==> src/verilog/dma_types_pkg.sv <==
/* DMA descriptor, register and FIFO beat types. Lengths count 32-bit beats and must be
   at least 1; a single descriptor is held at a time. */
`default_nettype none

package dma_types_pkg;

   localparam int DATA_W      = 32;
   localparam int LENGTH_W    = 16;
   localparam int ADDR_W      = 32;
   localparam int FIFO_DEPTH  = 32;
   localparam int FIFO_PTR_W  = $clog2(FIFO_DEPTH);
   localparam int WR_STATES_W = 9;
   localparam int CSR_ADDR_W  = 3;
   localparam int CSR_DATA_W  = 32;

   // cycles between a burst's last beat and the next AW
   localparam int ADDR_PROP_CYCLES = 3;

   localparam logic [CSR_ADDR_W-1:0] REG_DEST_ADDR = 3'd0;
   localparam logic [CSR_ADDR_W-1:0] REG_LENGTH    = 3'd1;
   localparam logic [CSR_ADDR_W-1:0] REG_CONTROL   = 3'd2;
   localparam logic [CSR_ADDR_W-1:0] REG_STATUS    = 3'd3;
   localparam logic [CSR_ADDR_W-1:0] REG_CLK_CNT   = 3'd4;
   localparam logic [CSR_ADDR_W-1:0] REG_VALID_CNT = 3'd5;

   typedef enum logic [1:0] {
      stand_by,
      host_to_ddr,
      ddr_to_host,
      ddr_to_ddr
   } t_mode;

   typedef struct packed {
      logic [ADDR_W-1:0]   dest_addr;
      logic [LENGTH_W-1:0] length;
      t_mode               mode;
   } t_descriptor;

   // field order matches the control register bits
   typedef struct packed {
      t_mode mode;
      logic  reset_dispatcher;
      logic  go;
   } t_control;

   typedef struct packed {
      logic                   busy;
      logic                   stopped_on_error;
      logic                   wr_rsp_err;
      logic [WR_STATES_W-1:0] wr_state;
   } t_status;

   typedef struct packed {
      logic [LENGTH_W-1:0] clk_cnt;
      logic [LENGTH_W-1:0] valid_cnt;
   } t_perf;

   typedef struct packed {
      logic              packet_complete;
      logic              burst_last;
      logic [DATA_W-1:0] data;
   } t_beat;

endpackage

`default_nettype wire

==> src/verilog/axi_wr_pkg.sv <==
/* AXI write-channel types for a 32-bit data bus. Only full-word strobes are used. */
`default_nettype none

package axi_wr_pkg;

   localparam int AXI_ADDR_W     = 32;
   localparam int AXI_DATA_W     = 32;
   localparam int AXI_LEN_W      = 4;
   localparam int BYTES_PER_BEAT = AXI_DATA_W / 8;

   // bytes covered by one full burst
   localparam int BURST_BYTES = BYTES_PER_BEAT << AXI_LEN_W;

   localparam logic [2:0] AXI_SIZE = 3'($clog2(BYTES_PER_BEAT));

   typedef enum logic [1:0] {
      BURST_FIXED = 2'b00,
      BURST_INCR  = 2'b01,
      BURST_WRAP  = 2'b10
   } t_burst;

   typedef enum logic [1:0] {
      OKAY   = 2'b00,
      EXOKAY = 2'b01,
      SLVERR = 2'b10,
      DECERR = 2'b11
   } t_resp;

   typedef struct packed {
      logic [AXI_ADDR_W-1:0] addr;
      logic [AXI_LEN_W-1:0]  len;
      logic [2:0]            size;
      t_burst                burst;
   } t_aw;

   typedef struct packed {
      logic [AXI_DATA_W-1:0]     data;
      logic [BYTES_PER_BEAT-1:0] strb;
      logic                      last;
   } t_w;

   typedef struct packed {
      t_resp resp;
   } t_b;

endpackage

`default_nettype wire

==> src/verilog/dma_wr_csr.sv <==
/* Register block. Go and reset_dispatcher are self-clearing; read data follows a read
   strobe by one cycle. The descriptor must not be rewritten while desc_pending is set. */
`timescale 1ns/1ns
`default_nettype none

module dma_wr_csr (
   input  logic                                   clk,
   input  logic                                   reset_n,
   input  logic                                   csr_wr,
   input  logic                                   csr_rd,
   input  logic [dma_types_pkg::CSR_ADDR_W-1:0]   csr_addr,
   input  logic [dma_types_pkg::CSR_DATA_W-1:0]   csr_wdata,
   output logic [dma_types_pkg::CSR_DATA_W-1:0]   csr_rdata,
   output logic                                   csr_rvalid,
   output dma_types_pkg::t_descriptor             descriptor,
   output logic                                   desc_pending,
   input  logic                                   desc_taken,
   output logic                                   reset_dispatcher,
   input  dma_types_pkg::t_status                 status,
   input  dma_types_pkg::t_perf                   perf
);

   dma_types_pkg::t_control ctrl;
   dma_types_pkg::t_control rd_ctrl;
   logic                    ctrl_wr;

   assign ctrl    = dma_types_pkg::t_control'(csr_wdata[$bits(dma_types_pkg::t_control)-1:0]);
   assign ctrl_wr = csr_wr & (csr_addr == dma_types_pkg::REG_CONTROL);

   // pulse bits always read back as zero
   assign rd_ctrl = '{mode: descriptor.mode, reset_dispatcher: 1'b0, go: 1'b0};

   always_ff @(posedge clk) begin
      if (csr_wr) begin
         case (csr_addr)
            dma_types_pkg::REG_DEST_ADDR: descriptor.dest_addr <= csr_wdata;
            dma_types_pkg::REG_LENGTH:
               descriptor.length <= csr_wdata[dma_types_pkg::LENGTH_W-1:0];
            dma_types_pkg::REG_CONTROL:   descriptor.mode <= ctrl.mode;
            default: ;
         endcase
      end
   end

   always_ff @(posedge clk) begin
      if (!reset_n) begin
         desc_pending     <= 1'b0;
         reset_dispatcher <= 1'b0;
      end else begin
         reset_dispatcher <= ctrl_wr & ctrl.reset_dispatcher;
         if (ctrl_wr & ctrl.go) begin
            desc_pending <= 1'b1;
         end else if (desc_taken) begin
            desc_pending <= 1'b0;
         end
      end
   end

   always_ff @(posedge clk) begin
      if (!reset_n) begin
         csr_rvalid <= 1'b0;
      end else begin
         csr_rvalid <= csr_rd;
      end
   end

   always_ff @(posedge clk) begin
      if (csr_rd) begin
         case (csr_addr)
            dma_types_pkg::REG_DEST_ADDR: csr_rdata <= descriptor.dest_addr;
            dma_types_pkg::REG_LENGTH:    csr_rdata <= 32'(descriptor.length);
            dma_types_pkg::REG_CONTROL:   csr_rdata <= 32'(rd_ctrl);
            dma_types_pkg::REG_STATUS:    csr_rdata <= 32'(status);
            dma_types_pkg::REG_CLK_CNT:   csr_rdata <= 32'(perf.clk_cnt);
            dma_types_pkg::REG_VALID_CNT: csr_rdata <= 32'(perf.valid_cnt);
            default:                      csr_rdata <= '0;
         endcase
      end
   end

endmodule

`default_nettype wire

==> src/verilog/data_fifo.sv <==
/* Show-ahead beat FIFO. No full flag: the source must never push into a full FIFO. */
`timescale 1ns/1ns
`default_nettype none

module data_fifo (
   input  logic                 clk,
   input  logic                 reset_n,
   input  logic                 beat_push,
   input  dma_types_pkg::t_beat push_data,
   input  logic                 rd_en,
   output dma_types_pkg::t_beat rd_data,
   output logic                 not_empty
);

   dma_types_pkg::t_beat                  mem [dma_types_pkg::FIFO_DEPTH];
   logic [dma_types_pkg::FIFO_PTR_W-1:0]  wr_ptr;
   logic [dma_types_pkg::FIFO_PTR_W-1:0]  rd_ptr;
   logic [dma_types_pkg::FIFO_PTR_W:0]    count;
   logic                                  pop;

   // a pop on an empty FIFO is ignored
   assign pop       = rd_en & not_empty;
   assign not_empty = (count != '0);
   assign rd_data   = mem[rd_ptr];

   always_ff @(posedge clk) begin
      if (beat_push) begin
         mem[wr_ptr] <= push_data;
      end
   end

   always_ff @(posedge clk) begin
      if (!reset_n) begin
         wr_ptr <= '0;
         rd_ptr <= '0;
         count  <= '0;
      end else begin
         if (beat_push) begin
            wr_ptr <= wr_ptr + 1'b1;
         end
         if (pop) begin
            rd_ptr <= rd_ptr + 1'b1;
         end
         case ({beat_push, pop})
            2'b10:   count <= count + 1'b1;
            2'b01:   count <= count - 1'b1;
            default: count <= count;
         endcase
      end
   end

endmodule

`default_nettype wire

==> src/verilog/write_dest_fsm.sv <==
/* AXI write master for one descriptor. Beats must carry burst_last on every 16th beat and
   on the final one; packet_complete is carried but the end follows the descriptor length. */
`timescale 1ns/1ns
`default_nettype none

module write_dest_fsm (
   input  logic                        clk,
   input  logic                        reset_n,
   input  dma_types_pkg::t_descriptor  descriptor,
   input  logic                        desc_pending,
   output logic                        desc_taken,
   input  logic                        reset_dispatcher,
   input  dma_types_pkg::t_beat        rd_data,
   input  logic                        not_empty,
   output logic                        rd_en,
   output logic                        awvalid,
   output axi_wr_pkg::t_aw             aw,
   input  logic                        awready,
   output logic                        wvalid,
   output axi_wr_pkg::t_w              w,
   input  logic                        wready,
   input  logic                        bvalid,
   input  axi_wr_pkg::t_b              b,
   output logic                        bready,
   output dma_types_pkg::t_status      status,
   output dma_types_pkg::t_perf        perf,
   output logic                        wr_done
);

   // one-hot
   typedef enum logic [dma_types_pkg::WR_STATES_W-1:0] {
      idle                 = 9'h001,
      addr_prop_delay      = 9'h002,
      addr_setup           = 9'h004,
      fifo_empty           = 9'h008,
      not_ready            = 9'h010,
      fifo_empty_not_ready = 9'h020,
      rd_fifo_wr_dest      = 9'h040,
      wait_for_wr_rsp      = 9'h080,
      error                = 9'h100
   } t_state;

   t_state state;
   t_state next;

   logic [dma_types_pkg::LENGTH_W-1:0]                  len_m1;
   logic [dma_types_pkg::LENGTH_W-axi_wr_pkg::AXI_LEN_W:0] num_bursts;
   logic [dma_types_pkg::LENGTH_W-axi_wr_pkg::AXI_LEN_W:0] bursts_sent;
   logic [dma_types_pkg::LENGTH_W-axi_wr_pkg::AXI_LEN_W:0] rsp_cnt;
   logic [dma_types_pkg::LENGTH_W-axi_wr_pkg::AXI_LEN_W:0] rsp_cnt_next;
   logic [axi_wr_pkg::AXI_LEN_W-1:0]                    last_len;
   axi_wr_pkg::t_burst                                  burst_code;
   logic [dma_types_pkg::ADDR_W-1:0]                    burst_addr;
   logic [1:0]                                          delay_cnt;
   logic rsp_err;
   logic start;
   logic in_w;
   logic aw_hs;
   logic w_hs;
   logic w_last_done;
   logic b_hs;
   logic err_now;
   logic err_any;
   logic all_rsp;
   logic load_w;

   assign len_m1      = descriptor.length - 1'b1;
   assign start       = (state == idle) & desc_pending & not_empty;
   assign desc_taken  = start;
   assign in_w        = state inside {rd_fifo_wr_dest, fifo_empty, not_ready,
                                      fifo_empty_not_ready};
   assign aw_hs       = awvalid & awready;
   assign w_hs        = wvalid & wready;
   assign w_last_done = w_hs & w.last;
   assign b_hs        = bvalid & bready;
   assign err_now     = b_hs & status.busy & (b.resp != axi_wr_pkg::OKAY);
   assign err_any     = rsp_err | err_now;
   assign rsp_cnt_next = rsp_cnt + b_hs;
   assign all_rsp     = (rsp_cnt_next == num_bursts);

   // refill W once the current word goes, but never past the burst's last beat
   assign load_w = in_w & not_empty & !(wvalid & w.last) & (!wvalid | wready);
   assign rd_en  = load_w;

   assign awvalid  = (state == addr_setup);
   assign bready   = 1'b1;
   assign aw.addr  = burst_addr;
   assign aw.len   = (bursts_sent == num_bursts - 1'b1) ? last_len : '1;
   assign aw.size  = axi_wr_pkg::AXI_SIZE;
   assign aw.burst = burst_code;

   assign status.busy             = !(state inside {idle, error});
   assign status.stopped_on_error = (state == error);
   assign status.wr_rsp_err       = rsp_err;
   assign status.wr_state         = state;

   always_comb begin
      next = state;
      unique case (state)
         idle: begin
            if (start) next = addr_setup;
         end
         addr_setup: begin
            if (aw_hs) next = rd_fifo_wr_dest;
         end
         rd_fifo_wr_dest, fifo_empty, not_ready, fifo_empty_not_ready: begin
            if (w_last_done) begin
               if (err_any) next = error;
               else if (bursts_sent != num_bursts) next = addr_prop_delay;
               else next = wait_for_wr_rsp;
            end else if (load_w) begin
               next = rd_fifo_wr_dest;
            end else if (wvalid & !wready) begin
               next = not_empty ? not_ready : fifo_empty_not_ready;
            end else begin
               next = fifo_empty;
            end
         end
         addr_prop_delay: begin
            if (err_any) next = error;
            else if (delay_cnt == 2'(dma_types_pkg::ADDR_PROP_CYCLES - 1)) next = addr_setup;
         end
         wait_for_wr_rsp: begin
            if (err_any) next = error;
            else if (all_rsp) next = idle;
         end
         error: begin
            if (reset_dispatcher) next = idle;
         end
         default: next = idle;
      endcase
   end

   always_ff @(posedge clk) begin
      if (!reset_n) begin
         state       <= idle;
         wvalid      <= 1'b0;
         wr_done     <= 1'b0;
         rsp_err     <= 1'b0;
         delay_cnt   <= '0;
         bursts_sent <= '0;
         rsp_cnt     <= '0;
      end else begin
         state     <= next;
         wr_done   <= (state == wait_for_wr_rsp) & all_rsp & !err_any;
         delay_cnt <= (state == addr_prop_delay) ? delay_cnt + 1'b1 : '0;
         if (load_w) begin
            wvalid <= 1'b1;
         end else if (wready) begin
            wvalid <= 1'b0;
         end
         if (start) begin
            bursts_sent <= '0;
            rsp_cnt     <= '0;
            rsp_err     <= 1'b0;
         end else begin
            bursts_sent <= bursts_sent + aw_hs;
            if (status.busy) rsp_cnt <= rsp_cnt_next;
            if (err_now) begin
               rsp_err <= 1'b1;
            end else if (reset_dispatcher) begin
               rsp_err <= 1'b0;
            end
         end
      end
   end

   // descriptor is latched on leaving idle, it may change afterwards
   always_ff @(posedge clk) begin
      if (start) begin
         burst_addr <= descriptor.dest_addr;
         num_bursts <= {1'b0, len_m1[dma_types_pkg::LENGTH_W-1:axi_wr_pkg::AXI_LEN_W]} + 1'b1;
         last_len   <= len_m1[axi_wr_pkg::AXI_LEN_W-1:0];
         burst_code <= (descriptor.mode == dma_types_pkg::ddr_to_host) ?
                       axi_wr_pkg::BURST_WRAP : axi_wr_pkg::BURST_INCR;
      end else if (aw_hs) begin
         burst_addr <= burst_addr + axi_wr_pkg::BURST_BYTES;
      end
      if (load_w) begin
         w.data <= rd_data.data;
         w.last <= rd_data.burst_last;
         w.strb <= '1;
      end
   end

   // bandwidth counters, held after the transfer for readback
   always_ff @(posedge clk) begin
      if (!reset_n) begin
         perf <= '0;
      end else if (start) begin
         perf <= '0;
      end else begin
         if (status.busy) perf.clk_cnt <= perf.clk_cnt + 1'b1;
         if (w_hs) perf.valid_cnt <= perf.valid_cnt + 1'b1;
      end
   end

endmodule

`default_nettype wire

==> src/verilog/dma_wr_top.sv <==
/* DMA write side. The upstream read engine pushes beats directly; there is no
   back-pressure on beat_push. */
`timescale 1ns/1ns
`default_nettype none

module dma_wr_top (
   input  logic                                 clk,
   input  logic                                 reset_n,
   input  logic                                 csr_wr,
   input  logic                                 csr_rd,
   input  logic [dma_types_pkg::CSR_ADDR_W-1:0] csr_addr,
   input  logic [dma_types_pkg::CSR_DATA_W-1:0] csr_wdata,
   output logic [dma_types_pkg::CSR_DATA_W-1:0] csr_rdata,
   output logic                                 csr_rvalid,
   input  logic                                 beat_push,
   input  dma_types_pkg::t_beat                 push_data,
   output logic                                 awvalid,
   output axi_wr_pkg::t_aw                      aw,
   input  logic                                 awready,
   output logic                                 wvalid,
   output axi_wr_pkg::t_w                       w,
   input  logic                                 wready,
   input  logic                                 bvalid,
   input  axi_wr_pkg::t_b                       b,
   output logic                                 bready,
   output logic                                 wr_done
);

   dma_types_pkg::t_descriptor descriptor;
   dma_types_pkg::t_status     status;
   dma_types_pkg::t_perf       perf;
   dma_types_pkg::t_beat       rd_data;
   logic                       desc_pending;
   logic                       desc_taken;
   logic                       reset_dispatcher;
   logic                       not_empty;
   logic                       rd_en;

   dma_wr_csr csr0 (
      .clk              (clk),
      .reset_n          (reset_n),
      .csr_wr           (csr_wr),
      .csr_rd           (csr_rd),
      .csr_addr         (csr_addr),
      .csr_wdata        (csr_wdata),
      .csr_rdata        (csr_rdata),
      .csr_rvalid       (csr_rvalid),
      .descriptor       (descriptor),
      .desc_pending     (desc_pending),
      .desc_taken       (desc_taken),
      .reset_dispatcher (reset_dispatcher),
      .status           (status),
      .perf             (perf)
   );

   data_fifo fifo0 (
      .clk       (clk),
      .reset_n   (reset_n),
      .beat_push (beat_push),
      .push_data (push_data),
      .rd_en     (rd_en),
      .rd_data   (rd_data),
      .not_empty (not_empty)
   );

   write_dest_fsm fsm0 (
      .clk              (clk),
      .reset_n          (reset_n),
      .descriptor       (descriptor),
      .desc_pending     (desc_pending),
      .desc_taken       (desc_taken),
      .reset_dispatcher (reset_dispatcher),
      .rd_data          (rd_data),
      .not_empty        (not_empty),
      .rd_en            (rd_en),
      .awvalid          (awvalid),
      .aw               (aw),
      .awready          (awready),
      .wvalid           (wvalid),
      .w                (w),
      .wready           (wready),
      .bvalid           (bvalid),
      .b                (b),
      .bready           (bready),
      .status           (status),
      .perf             (perf),
      .wr_done          (wr_done)
   );

endmodule

`default_nettype wire

==> config.mk <==
export PLATFORM = sky130hd
export DESIGN_NAME = dma_wr_top
export DESIGN_NICKNAME = d
export VERILOG_FILES = /design/src/verilog/dma_types_pkg.sv /design/src/verilog/axi_wr_pkg.sv /design/src/verilog/dma_wr_csr.sv /design/src/verilog/data_fifo.sv /design/src/verilog/write_dest_fsm.sv /design/src/verilog/dma_wr_top.sv
export SDC_FILE = /design/constraint.sdc
export NUM_CORES = 2
export LEC_CHECK = 0
export ABC_AREA = 1
export BUFFER_PORTS_ARGS = -buffer_cell sky130_fd_sc_hd__buf_4
export CELL_PAD_IN_SITES_DETAIL_PLACEMENT = 1
export CELL_PAD_IN_SITES_GLOBAL_PLACEMENT = 1
export CORE_AREA = 2 2 336 338
export CTS_BUF_LIST = sky130_fd_sc_hd__clkbuf_4
export CTS_CLUSTER_DIAMETER = 60
export DETAILED_ROUTE_END_ITERATION = 6
export DIE_AREA = 0 0 338 340
export MAX_ROUTING_LAYER = met4
export PLACE_DENSITY = 0.77
export SLEW_MARGIN = 0
export SYNTH_ARGS = -nofsm -noshare
export SYNTH_HDL_FRONTEND = slang
export SYNTH_SLANG_ARGS = --single-unit
export TNS_END_PERCENT = 10
==> constraint.sdc <==
create_clock -name clk -period 3.14 [get_ports clk]
set_clock_uncertainty 0.2 [all_clocks]
set_input_delay 0.471 -clock clk [delete_from_list [all_inputs] [get_ports clk]]
set_output_delay 0.471 -clock clk [all_outputs]
set_load 0.05 [all_outputs]
==> results.md <==
* DIE AREA at ~110,000 um^2
* Core ar. at 112,000 um^2
* Largest delay share family, worst path: simple AND/OR/NAND/NOR gates
* Most common cell in the netlist: edfxtp_1
* Initial core utilization at between 40% and 50%
* Clock buffer depth at 4
* Total negative slack at -3.52 ns
* Routed Antenna Nets at 0
* Final GP Congestion at a little under 0.9
* Ys async rst share at 0%
* Status: finished with violations
* WL met2 at around 87,000 um
* Initial antenna violation count at 7
* Clk root buf: clkbuf_4
* Kind of critical path: reg2out
* Max Cap Viol at 0
* Synth cell count leaders: edfxtp_1 (1,222), nor2_1 (734), o21ai_0 (600)
* Worst path arrival time at 3.35 ns
* Buf+Inv Stages, Crit Path at 3
* Slew @ Worst Pin at 1.20 ns
* Met3 wire length at about 13,000 um
* Netlist cell types at 60
* Final Setup Violations at 5
* Fin. max-slew vios at 0
* First-pass GRT wire length at 259,000 um
* Seq cells post-synth at approximately 1,300
* Ys flop type: edfxtp_1
* Highest routed layer: met4
* Synth Instances at 4,294
* Most used cell, CP: buf_6
* Critical path launch point type: flip-flop
* DIE WIDTH at 338 um
* Setup WS post-layout at -0.883 ns
* Pleak at 22.2 nW
* Util after Layout at 56.9%
* Layout cells sized above 1 at about 19%
* CTS tree: done
* RSZ-0062 raised after global routing: true
* # H-tree levels at 5
* Row count at around 120
* Pre-antenna DRT Iters at 6
* CP Cell Sequence: buf_6 -> nor3_4 -> buf_4 -> nand2_1 -> xnor2_1 -> nor2_1 -> nand4_1 -> nor2_2 -> nand3_4 -> or2_4 -> buf_6
* Max Freq at around 250 MHz
* Slew margin rel. at about a fifth
* Post-synth EDFFs at ~1,200
* Power Total at 36.8 mW
* Post-Syn Area per Cell at approximately 12 um^2
* Clk sinks at ~1,300
* PD cells at approximately 580 nW/um^2
* Register area share after synthesis at 72.4%
* Syn Std Cell Area at 53,200 um^2
* DRT iter0 DRCs at slightly below 4,000
* Largest net degree at the start of global routing at roughly 130
* Worst hold margin at just over 0.06 ns
* Area growth syn-to-layout at 19.2%
* IO Port Bufs at 184
* Failing checks: negative setup slack
* DR vias at just under 40,000
* Total wire length at 176,000 um
* DRC at 0
* Wire per inst at between 20 and 30 um
* Post-DR vias/cell at 5.93
* Vias in the first global route at 41,800
* Cell taking the most area after synthesis: edfxtp_1
* Endpoint type of the worst setup path: output port
* Critical path's slowest cell: edfxtp_1
* Met1 Wirelength at 66,900 um
* Clock Latency Late Sink at between 1 and 1.5 ns
* Placed wire-length estimate at 101,000 um
* Peak supply drop at 498 uV
* NumNets Final at approximately 5,000
* Area contributors post-synth: edfxtp_1 (69%), o21ai_0 (5.6%), nor2_1 (5.2%)
* Hold Path Class: in2reg
* Period minus WS final at approximately 4.0 ns
* Num CTS Buffers at ~350
* Clock transition at the registers of the reported paths at about 0.07 ns
* Tcrit/Tclk final at 128%
* FILL cells at between 10,000 and 15,000
* Boundary Pins at between 150 and 200
* GRT Total Usage at 31.3%
* Crit-path max cell delay at about 0.43 ns
* DIE HEIGHT at 340 um
* Yosys warnings at 0
* Yosys top cell area share at 69.0%
* Global route overflow at 0
* Critical path fanouts, max at 4
* CP required at about 2.5 ns
* Final number of hold-violating endpoints at 0
==> worst paths after layout <==
path                                startpoint                           end  slack (ns)  cells past startpoint
setup / recovery  fsm0.num_bursts[0]$_DFFE_PP_                         aw[5]       -0.88                     11
hold / removal                          csr_rd  csr0.csr_rdata[26]$_DFFE_PP_        0.06                      2
setup reg to reg    fsm0.state[1]$_SDFFE_PN0P_   fifo0.count[5]$_SDFFE_PN0P_        0.09                     18
hold reg to reg   fsm0.delay_cnt[0]$_SDFF_PN0_  fsm0.delay_cnt[0]$_SDFF_PN0_        0.22                      1
==> what timing repair did <==
action,in CTS,in global routing
setup buffers,10,3
pin swaps,11,9
setup endpoints to repair,5,13
hold buffers,163,0
gates resized for setup,20,16
hold endpoints to repair,1400,0
==> cells by family (layout without fill, tap and decap cells) <==
family	after synthesis	after routing	synth area share [%]
AO/OA/AOI/OAI	1034	1034	11.2
XOR/XNOR	86	86	1.44
adder cells (fa/ha/maj)	19	19	0.447
buffers and inverters	468	1312	3.56
flip-flops	1313	1313	72.4
other	2	20	0.0141
AND/OR/NAND/NOR	1372	1372	10.9
==> state kept, by name, summed over array words and instances, names as in the netlist <==
register and cells:
fsm0.delay_cnt 2, fifo0.count 6, fsm0.bursts_sent 13, fsm0.rsp_err 1
csr0.desc_pending 1, csr0.reset_dispatcher 1, fsm0.last_len 4, fsm0.state 9
fifo0.wr_ptr 5, fsm0.w 33, fsm0.rsp_cnt 13, fsm0.perf 32
fsm0.wr_done 1, fifo0.mem 1056, fsm0.num_bursts 13, fsm0.wvalid 1
csr0.csr_rvalid 1, csr0.csr_rdata 32, fifo0.rd_ptr 5, csr0.descriptor 50
fsm0.burst_code 2, fsm0.burst_addr 32
==> power by group <==
group / internal (mW) / switching (mW)
logic: 0.812 / 1.77
registers: 19.4 / 0.225
clock network: 7.41 / 7.14
==> per-layer routing <==
layer,track usage [%],up-vias
li1,-,17100
met1,37.2,19800
met2,50.4,1952
met3,5.94,590
met4,16.7,0
met5,-,-
==> final cells by class <==
cell class                      instances  area, um^2  area share (%)
Clock inverter                         81         369           0.582
Multi-Input combinational cell       2519       13200            20.8
Inverter                              220         852            1.34
Antenna cell                           12        30.0          0.0473
Clock buffer                          499        3750            5.91
Tap cell                             1500        1880            2.96
Timing Repair Buffer                  512        4850            7.64
Sequential cell                      1313       38500            60.7
==> stage by stage <==
step,area [um^2],setup slack (ns),instances
after floorplan,53200,0.0557,4300
after global placement,57400,0.0861,5888
after detailed placement,57400,0.0907,5888
after CTS,63300,-0.914,6641
after global routing,63400,-1.02,6656
final,63400,-0.883,6656
==> placed cells by master, fill, tap and decap left out, types with 16 or more instances in the layout <==
cell type,n
clkinv_1,71
xnor2_1,26
dlygate4sd3_1,162
clkbuf_4,499
o21ai_0,600
edfxtp_1,1222
a21oi_1,61
buf_4,298
nor2_4,37
buf_12,46
nor3_1,28
nand2_1,351
inv_1,201
o221ai_1,100
nor2_1,693
dfxtp_1,87
xor2_1,58
nand4_1,54
o22ai_1,180
nor2_2,17
o211ai_1,32
nand3_1,130
o21ai_1,25
ha_1,16
Note: power is estimated with default switching activity, not from simulation.
